<file path="src/logic/gomoku_defs.svh">
`ifndef GOMOKU_DEFS_SVH
`define GOMOKU_DEFS_SVH

// cells along one edge of the square board
`define GOMOKU_BOARD_N 15

// stones of one colour in an unbroken line that end the game
`define GOMOKU_WIN_LEN 5

// wide enough for 0 to 15, so a row or column of 15 can arrive and be refused
`define GOMOKU_COORD_W 4

// edges after an accepted strobe during which new strobes are refused
// the board write and the win scan have both settled once it runs out
`define GOMOKU_MOVE_GAP 3

`endif

</file>
<file path="src/logic/board_pkg.sv">
`include "gomoku_defs.svh"

package board_pkg;

    //////////////////////////////////////////////////
    // cell contents
    //////////////////////////////////////////////////

    // black and white keep the 0 and 1 codes of the older checker, so empty is 2
    typedef enum logic [1:0] {
        cell_empty = 2'd2,
        cell_black = 2'd0, // black always opens the game
        cell_white = 2'd1
    } cell_t;

    //////////////////////////////////////////////////
    // positions and the board
    //////////////////////////////////////////////////

    typedef logic [`GOMOKU_COORD_W-1:0] coord_t; // one row or column number

    // row-major, so cell (r, c) is element r * 15 + c
    typedef cell_t [`GOMOKU_BOARD_N*`GOMOKU_BOARD_N-1:0] board_t;

endpackage

</file>
<file path="src/logic/game_pkg.sv">
`include "gomoku_defs.svh"

package game_pkg;

    // a request as it comes in from outside, colour is not part of it
    typedef struct packed {
        board_pkg::coord_t row;
        board_pkg::coord_t col;
    } move_t;

    // an accepted move with the colour of the side that played it
    typedef struct packed {
        board_pkg::coord_t row;
        board_pkg::coord_t col;
        board_pkg::cell_t  stone;
    } place_t;

    // a refused move carries the first of busy, over, range and occupied that applies
    typedef enum logic [2:0] {
        rej_none     = 3'd0,
        rej_range    = 3'd1, // row or column is 15
        rej_occupied = 3'd2,
        rej_over     = 3'd3, // somebody has already won
        rej_busy     = 3'd4  // an earlier move is still in flight
    } reject_t;

    // winner is only meaningful once win is set
    typedef struct packed {
        logic             win;
        board_pkg::cell_t winner;
    } result_t;

endpackage

</file>
<file path="src/logic/move_checker.sv">
`timescale 1ns/1ps
`include "gomoku_defs.svh"

module move_checker (
    input  logic                i_clk,
    input  logic                i_reset,
    input  logic                i_move_valid,
    input  game_pkg::move_t     i_move,
    input  board_pkg::board_t   i_board,
    input  logic                i_game_over,
    output logic                o_place_valid,
    output game_pkg::place_t    o_place,
    output logic                o_reject_valid,
    output game_pkg::reject_t   o_reject_reason,
    output board_pkg::cell_t    o_turn
);
    import board_pkg::*;
    import game_pkg::*;

    localparam int     CELLS   = `GOMOKU_BOARD_N * `GOMOKU_BOARD_N;
    localparam int     IDX_W   = $clog2(CELLS);
    localparam int     GAP_W   = $clog2(`GOMOKU_MOVE_GAP + 1);
    localparam coord_t BOARD_N = coord_t'(`GOMOKU_BOARD_N);

    logic             pend_valid; // strobe captured at the sampling edge
    move_t            pend_move;
    logic [GAP_W-1:0] busy_cnt;
    logic             in_range;
    logic [IDX_W-1:0] cell_idx;
    reject_t          reason;
    logic             accept;

    //////////////////////////////////////////////////
    // capture stage
    //////////////////////////////////////////////////

    always_ff @(posedge i_clk) begin
        if (i_reset) begin
            pend_valid <= 1'b0;
        end else begin
            pend_valid <= i_move_valid;
        end
    end

    //////////////////////////////////////////////////
    // legality check against the stored board
    //////////////////////////////////////////////////

    assign in_range = (pend_move.row < BOARD_N) && (pend_move.col < BOARD_N);

    // a refused coordinate would point past the last cell, so look at cell 0 instead
    assign cell_idx = in_range ?
        IDX_W'(pend_move.row) * IDX_W'(BOARD_N) + IDX_W'(pend_move.col) : '0;

    always_comb begin
        if (busy_cnt != '0) begin
            reason = rej_busy;
        end else if (i_game_over) begin
            reason = rej_over;
        end else if (!in_range) begin
            reason = rej_range;
        end else if (i_board[cell_idx] != cell_empty) begin
            reason = rej_occupied;
        end else begin
            reason = rej_none;
        end
    end

    assign accept = pend_valid && (reason == rej_none);

    always_ff @(posedge i_clk) begin
        if (i_reset) begin
            o_place_valid  <= 1'b0;
            o_reject_valid <= 1'b0;
            o_turn         <= cell_black;
            busy_cnt       <= '0;
        end else begin
            o_place_valid  <= accept;
            o_reject_valid <= pend_valid && !accept;
            if (accept) begin
                o_turn   <= (o_turn == cell_black) ? cell_white : cell_black;
                busy_cnt <= GAP_W'(`GOMOKU_MOVE_GAP); // covers the next three strobes
            end else if (busy_cnt != '0) begin
                busy_cnt <= busy_cnt - 1'b1;
            end
        end
    end

    always_ff @(posedge i_clk) begin
        pend_move       <= i_move;
        o_place.row     <= pend_move.row;
        o_place.col     <= pend_move.col;
        o_place.stone   <= o_turn; // colour before the toggle
        o_reject_reason <= reason;
    end

    a_one_outcome: assert property (@(posedge i_clk) disable iff (i_reset)
        !(o_place_valid && o_reject_valid));

    a_stone_set: assert property (@(posedge i_clk) disable iff (i_reset)
        o_place_valid |-> (o_place.stone != cell_empty));

endmodule

</file>
<file path="src/logic/board_store.sv">
`timescale 1ns/1ps
`include "gomoku_defs.svh"

module board_store (
    input  logic                i_clk,
    input  logic                i_reset,
    input  logic                i_place_valid,
    input  game_pkg::place_t    i_place,
    output board_pkg::board_t   o_board,
    output logic                o_update_valid,
    output board_pkg::cell_t    o_update_stone
);
    import board_pkg::*;

    localparam int CELLS = `GOMOKU_BOARD_N * `GOMOKU_BOARD_N;
    localparam int IDX_W = $clog2(CELLS);

    logic [IDX_W-1:0] wr_idx;

    // row-major position of the incoming stone
    assign wr_idx = IDX_W'(i_place.row) * IDX_W'(`GOMOKU_BOARD_N) + IDX_W'(i_place.col);

    //////////////////////////////////////////////////
    // board cells
    //////////////////////////////////////////////////

    always_ff @(posedge i_clk) begin
        if (i_reset) begin
            for (int i = 0; i < CELLS; i++) begin
                o_board[i] <= cell_empty;
            end
        end else if (i_place_valid) begin
            o_board[wr_idx] <= i_place.stone;
        end
    end

    //////////////////////////////////////////////////
    // update notice for the detector
    //////////////////////////////////////////////////

    // the strobe goes out together with the new cell
    always_ff @(posedge i_clk) begin
        if (i_reset) begin
            o_update_valid <= 1'b0;
        end else begin
            o_update_valid <= i_place_valid;
        end
    end

    always_ff @(posedge i_clk) begin
        o_update_stone <= i_place.stone;
    end

    // the checker looked at this cell two edges earlier and nothing else may have filled it
    a_write_empty: assert property (@(posedge i_clk) disable iff (i_reset)
        i_place_valid |-> (wr_idx < IDX_W'(CELLS)) && (o_board[wr_idx] == cell_empty));

endmodule

</file>
<file path="src/logic/five_detector.sv">
`timescale 1ns/1ps
`include "gomoku_defs.svh"

module five_detector (
    input  logic                i_clk,
    input  logic                i_reset,
    input  board_pkg::board_t   i_board,
    input  logic                i_update_valid,
    input  board_pkg::cell_t    i_update_stone,
    output logic                o_win_valid,
    output game_pkg::result_t   o_result,
    output logic                o_game_over
);
    import board_pkg::*;

    localparam int N     = `GOMOKU_BOARD_N;
    localparam int L     = `GOMOKU_WIN_LEN;
    localparam int IDX_W = $clog2(N * N);

    logic line_found;

    // true when L cells starting at (r, c) and stepping by (dr, dc) all hold stone
    // callers keep the whole window inside the board
    function automatic logic line_at(
        input board_t b,
        input cell_t  stone,
        input int     r,
        input int     c,
        input int     dr,
        input int     dc
    );
        logic hit;
        hit = 1'b1;
        for (int k = 0; k < L; k++) begin
            hit &= (b[IDX_W'((r + k * dr) * N + c + k * dc)] == stone);
        end
        return hit;
    endfunction

    //////////////////////////////////////////////////
    // window scan over the whole board
    //////////////////////////////////////////////////

    always_comb begin
        line_found = 1'b0;
        for (int r = 0; r < N; r++) begin
            for (int c = 0; c < N; c++) begin
                if (c <= N - L) begin
                    line_found |= line_at(i_board, i_update_stone, r, c, 0, 1); // across
                end
                if (r <= N - L) begin
                    line_found |= line_at(i_board, i_update_stone, r, c, 1, 0); // down
                end
                if (r <= N - L && c <= N - L) begin
                    line_found |= line_at(i_board, i_update_stone, r, c, 1, 1);
                end
                // down-left windows start at column 4 or right of it
                if (r <= N - L && c >= L - 1) begin
                    line_found |= line_at(i_board, i_update_stone, r, c, 1, -1);
                end
            end
        end
    end

    //////////////////////////////////////////////////
    // result and game-over latch
    //////////////////////////////////////////////////

    always_ff @(posedge i_clk) begin
        if (i_reset) begin
            o_win_valid     <= 1'b0;
            o_game_over     <= 1'b0;
            o_result.win    <= 1'b0;
            o_result.winner <= cell_empty;
        end else begin
            o_win_valid <= i_update_valid && line_found; // one cycle per winning move
            if (i_update_valid && line_found) begin
                o_game_over     <= 1'b1; // held until reset
                o_result.win    <= 1'b1;
                o_result.winner <= i_update_stone;
            end
        end
    end

    // a second win could only come from a move the checker let through after game over
    a_single_win: assert property (@(posedge i_clk) disable iff (i_reset)
        o_win_valid |-> !$past(o_game_over));

endmodule

</file>
<file path="src/logic/gomoku_core.sv">
`timescale 1ns/1ps
`include "gomoku_defs.svh"

module gomoku_core (
    input  logic                i_clk,
    input  logic                i_reset,
    input  logic                i_move_valid,
    input  game_pkg::move_t     i_move,
    output logic                o_reject_valid,
    output game_pkg::reject_t   o_reject_reason,
    output board_pkg::cell_t    o_turn,
    output board_pkg::board_t   o_board,
    output logic                o_win_valid,
    output game_pkg::result_t   o_result,
    output logic                o_game_over
);
    import board_pkg::*;
    import game_pkg::*;

    logic   place_valid;
    place_t place;
    logic   update_valid;
    cell_t  update_stone;

    // the board and the game-over level go out and loop back into the checker
    move_checker u_move_checker (
        .i_clk           (i_clk),
        .i_reset         (i_reset),
        .i_move_valid    (i_move_valid),
        .i_move          (i_move),
        .i_board         (o_board),
        .i_game_over     (o_game_over),
        .o_place_valid   (place_valid),
        .o_place         (place),
        .o_reject_valid  (o_reject_valid),
        .o_reject_reason (o_reject_reason),
        .o_turn          (o_turn)
    );

    board_store u_board_store (
        .i_clk          (i_clk),
        .i_reset        (i_reset),
        .i_place_valid  (place_valid),
        .i_place        (place),
        .o_board        (o_board),
        .o_update_valid (update_valid),
        .o_update_stone (update_stone)
    );

    five_detector u_five_detector (
        .i_clk          (i_clk),
        .i_reset        (i_reset),
        .i_board        (o_board),
        .i_update_valid (update_valid),
        .i_update_stone (update_stone),
        .o_win_valid    (o_win_valid),
        .o_result       (o_result),
        .o_game_over    (o_game_over)
    );

endmodule

</file>
<file path="config.mk">
export PLATFORM = sky130hd
export DESIGN_NAME = gomoku_core
export DESIGN_NICKNAME = d
export VERILOG_FILES = /design/src/logic/board_pkg.sv /design/src/logic/game_pkg.sv /design/src/logic/move_checker.sv /design/src/logic/board_store.sv /design/src/logic/five_detector.sv /design/src/logic/gomoku_core.sv
export VERILOG_INCLUDE_DIRS = /design/src /design/src/logic
export SDC_FILE = /design/constraint.sdc
export NUM_CORES = 1
export LEC_CHECK = 0
export BUFFER_PORTS_ARGS = -buffer_cell sky130_fd_sc_hd__clkbuf_2
export CORE_AREA = 2 2 195 197
export CTS_CLUSTER_DIAMETER = 120
export DETAILED_ROUTE_END_ITERATION = 10
export DIE_AREA = 0 0 197 199
export GPL_TIMING_DRIVEN = 1
export PLACE_DENSITY = 0.92
export SLEW_MARGIN = 0
export SYNTH_ARGS = -nofsm -noshare
export SYNTH_HDL_FRONTEND = slang
export SYNTH_SLANG_ARGS = --single-unit
export TNS_END_PERCENT = 30
</file>
<file path="constraint.sdc">
create_clock -name i_clk -period 6.9 [get_ports i_clk]
set_input_delay 1.38 -clock i_clk [delete_from_list [all_inputs] [get_ports i_clk]]
set_output_delay 1.38 -clock i_clk [all_outputs]
set_load 0.01 [all_outputs]
</file>
==> key figures <==
Placed design
  – # port buffers: 470
  – Placed cell area: 0.0240 sq mm
  – RD Place Congestion: 0.977
  – Detailed Place HPWL: about 60 mm

Synthesis
  – Mapped Area: 0.0216 sq mm
  – Commonest cells in the synthesized netlist: dfxtp_1, o21ai_0, a21oi_1
  – Number of enable flip-flop cells after synthesis: 0
  – Synth top area cells: dfxtp_1, o21ai_0, a21oi_1
  – Area leader, netlist: dfxtp_1
  – Area share of the largest cell type after synthesis: 44.8%
  – Post-Synthesis Net Count: around 2,600
  – Yosys synthesis warning count: 0
  – Seq/Total Area, Yosys: between 40% and 50%
  – Top-count cell post-synth: dfxtp_1
  – FFs w/ async S/R, synth: 0%
  – Post-Synthesis Mean Instance Area: around 8.4 sq um
  – Main synth FF type: dfxtp_1
  – Netlist cell types: 94
  – Synth Instances: 2,569
  – Synthesized flop and latch total: 482

Route
  – DRC errors left: 2
  – DRT Pass-1 Iters: 11
  – Total number of vias: about 23,000
  – ANT nets after route: 0
  – Routed len/inst: 25.9 um
  – Detailed Route WL: between 80 and 90 mm
  – DR iter-0 viols: roughly 3,500
  – Post-DR vias/cell: between 6 and 7

Timing
  – Setup TNS: 0 ns
  – Clk_skew: about 0.019 ns
  – RSZ-0062 raised after global routing: no
  – Final setup vio count: 0
  – Slew HR: a little under a tenth
  – Worst slew pin tran: ~1.4 ns
  – Max Fclk: roughly 0.17 GHz
  – Final Max Slew Viols: 0
  – Final Hold Vio Count: 0
  – Final min period: about 6 ns
  – Period utilization: a little under nine tenths

Clock network
  – Worst-Skew Late Latency: around 0.60 ns
  – Hold-fix buffer count after cts: 0
  – Number of clock sinks: approximately 480
  – Clock Root Buffer: clkbuf_16
  – Post_cts resized: 0
  – CTS tree: built
  – # Post-CTS Setup Buffers: 0
  – Worst-path clk slew: 0.06 ns
  – CTS max path bufs: 3
  – Inserted Clock Buffers: 49
  – H-Tree Level Count: 2

Die
  – Die width: a little under 200 um
  – Row cnt: just over 70
  – Starting density of the core: about three fifths
  – Core Area: about 0.037 sq mm
  – IO Count: between 400 and 500
  – Die height: 199 um
  – Die area: just under 0.04 sq mm

Power and ir drop
  – Clock power frac: between 30% and 40%
  – Power Internal: between 4 and 5 mW
  – Psw: about 2.7 mW
  – Switching portion of total power: 35.5%
  – Combinational share of power: approximately a quarter
  – Power density over cell area: a little under 300 mW/mm^2
  – Sequential power share: a little under two fifths
  – Maximum VDD drop: approximately 0.22 mV
  – Leakage Power: just over 10 nW

Worst setup path
  – Crit path max fanout: 32
  – Crit path DAT: about 6.3 ns
  – CP Class: reg2reg
  – Startpoint Class: register
  – Critical Path RT: between 7 and 8 ns
  – Critical Path End Type: register

Cells and area
  – Nets: ~3,000
  – Register area: a little under 0.01 sq mm
  – N_diodes: 0
  – Finished Cell Area: 0.0257 sq mm
  – Area of the multi-input gates: about 0.011 sq mm
  – Fillcell total: between 2,000 and 3,000
  – Layout cell share with drive strength beyond 1: approximately 23%
  – Area growth syn-to-layout: 19.1%

Min path
  – Min-delay worst type: reg2reg

Global routing
  – Largest net degree at the start of global routing: between 200 and 300
  – Grt ovf: 0
  – Initial antenna violation count: 1
  – Total track usage: a little over two fifths
  – Vias in the first global route: approximately 21,000
  – First-pass GRT wire length: about 130 mm

Run status
  – Outcome: complete, but fails checks
  – Failing checks: DRC

Job
  – Total of max-cap violations: 0
state kept, by name, summed over array words and instances, names as in the netlist:
name and count:
u_board_store.o_board 450, u_board_store.o_update_stone 1, u_board_store.o_update_valid 1, u_five_detector.o_result 3
u_five_detector.o_win_valid 1, u_move_checker.busy_cnt 2, u_move_checker.o_place 9, u_move_checker.o_place_valid 1
u_move_checker.o_reject_reason 3, u_move_checker.o_reject_valid 1, u_move_checker.o_turn 1, u_move_checker.pend_move 8
u_move_checker.pend_valid 1
logic make-up (layout without fill, tap and decap cells):
group	after synthesis	count (layout)	share of synthesized area (%)
DFF	482	482	44.8
xor gates and xnor gates	15	15	0.644
other	1	1	0.0174
adders and majority gates	49	49	3.33
buffers and inverters	348	723	6.71
AOI/OAI and AO/OA	850	850	23.2
muxes	37	37	2.36
and+or+nand+nor	787	787	18.9
metrics by stage:
step / total power [mW] / setup WS [ns] / utilization, % / std cells / hold slack [ns]
final: 7.65 / 1.03 / 69.1 / 3418 / 0.415
after global routing: 7.81 / 0.718 / 69.1 / 3418 / 0.420
after CTS: 7.55 / 1.24 / 69.1 / 3418 / 0.409
after detailed placement: 4.82 / 1.26 / 64.6 / 3331 / 0.402
after global placement: 4.78 / 1.49 / 64.6 / 3331 / 0.404
after floorplan: 4.17 / 2.41 / - / 2569 / 0.329
critical path, stage by stage, from the launching register on:
cell and delay (ns):
dfxtp_1 0.49, fa_1 0.47, inv_1 0.13, fa_1 0.46
fa_1 0.53, inv_1 0.05, ha_1 0.37, a21oi_2 0.25
o21ai_1 0.09, a21oi_1 0.18, xor2_1 0.69, buf_4 0.31
nand4_1 0.96, o21ai_0 0.60, a21oi_1 0.12
cell usage in the layout, fill, tap and decap left out, drive strengths merged, types with 10 or more instances in the layout:
cell and count:
a211oi 12, a21o 100, a21oi 262, a221oi 10, a31oi 29, buf 40
clkbuf 541, dfxtp 482, fa 14, ha 35, inv 130, mux2i 20
mux4 10, nand2 228, nand2b 159, nand3 238, nand3b 14, nor2 52
nor2b 31, nor3 15, nor3b 16, o21ai 341, o32ai 12
layer usage:
metal	track usage, %	up-vias	part of all wire [%]
met5	0	-	0.026
met1	53.3	10600	35
li1	-	9643	-
met2	65.6	1867	43
met3	14.8	524	15
met4	30.6	2	7.8
area by class of cell:
cell class	instances	area share (%)
multi-input cells	1739	41.2
flip-flops and latches	482	37.6
repair buffers	509	10.4
clock buffers	72	5.90
well taps	474	2.31
inverters	127	1.86
clock inverters	15	0.687
power by group through the flow:
stage          clock network [mW]  registers [mW]  logic, mW
2_1_floorplan                   0            2.89       1.27
3_3_place_gp                    0            2.93       1.85
3_5_place_dp                    0            2.93       1.89
4_1_cts                      2.78            2.87       1.89
5_1_grt                      2.89            2.88       2.05
6_report                     2.80            2.88       1.98
final timing paths:
path / start / end / slack (ns) / cells past startpoint
min reg2reg: u_move_checker.pend_move[3] / u_move_checker.o_place[5] / 0.42 / 0
min: u_move_checker.pend_move[3] / u_move_checker.o_place[5] / 0.42 / 0
max: u_move_checker.o_place[8] / u_board_store.o_board[312] / 1.03 / 14
max reg2reg: u_move_checker.o_place[8] / u_board_store.o_board[312] / 1.03 / 14
No activity file was read; power rests on OpenSTA's default activity.
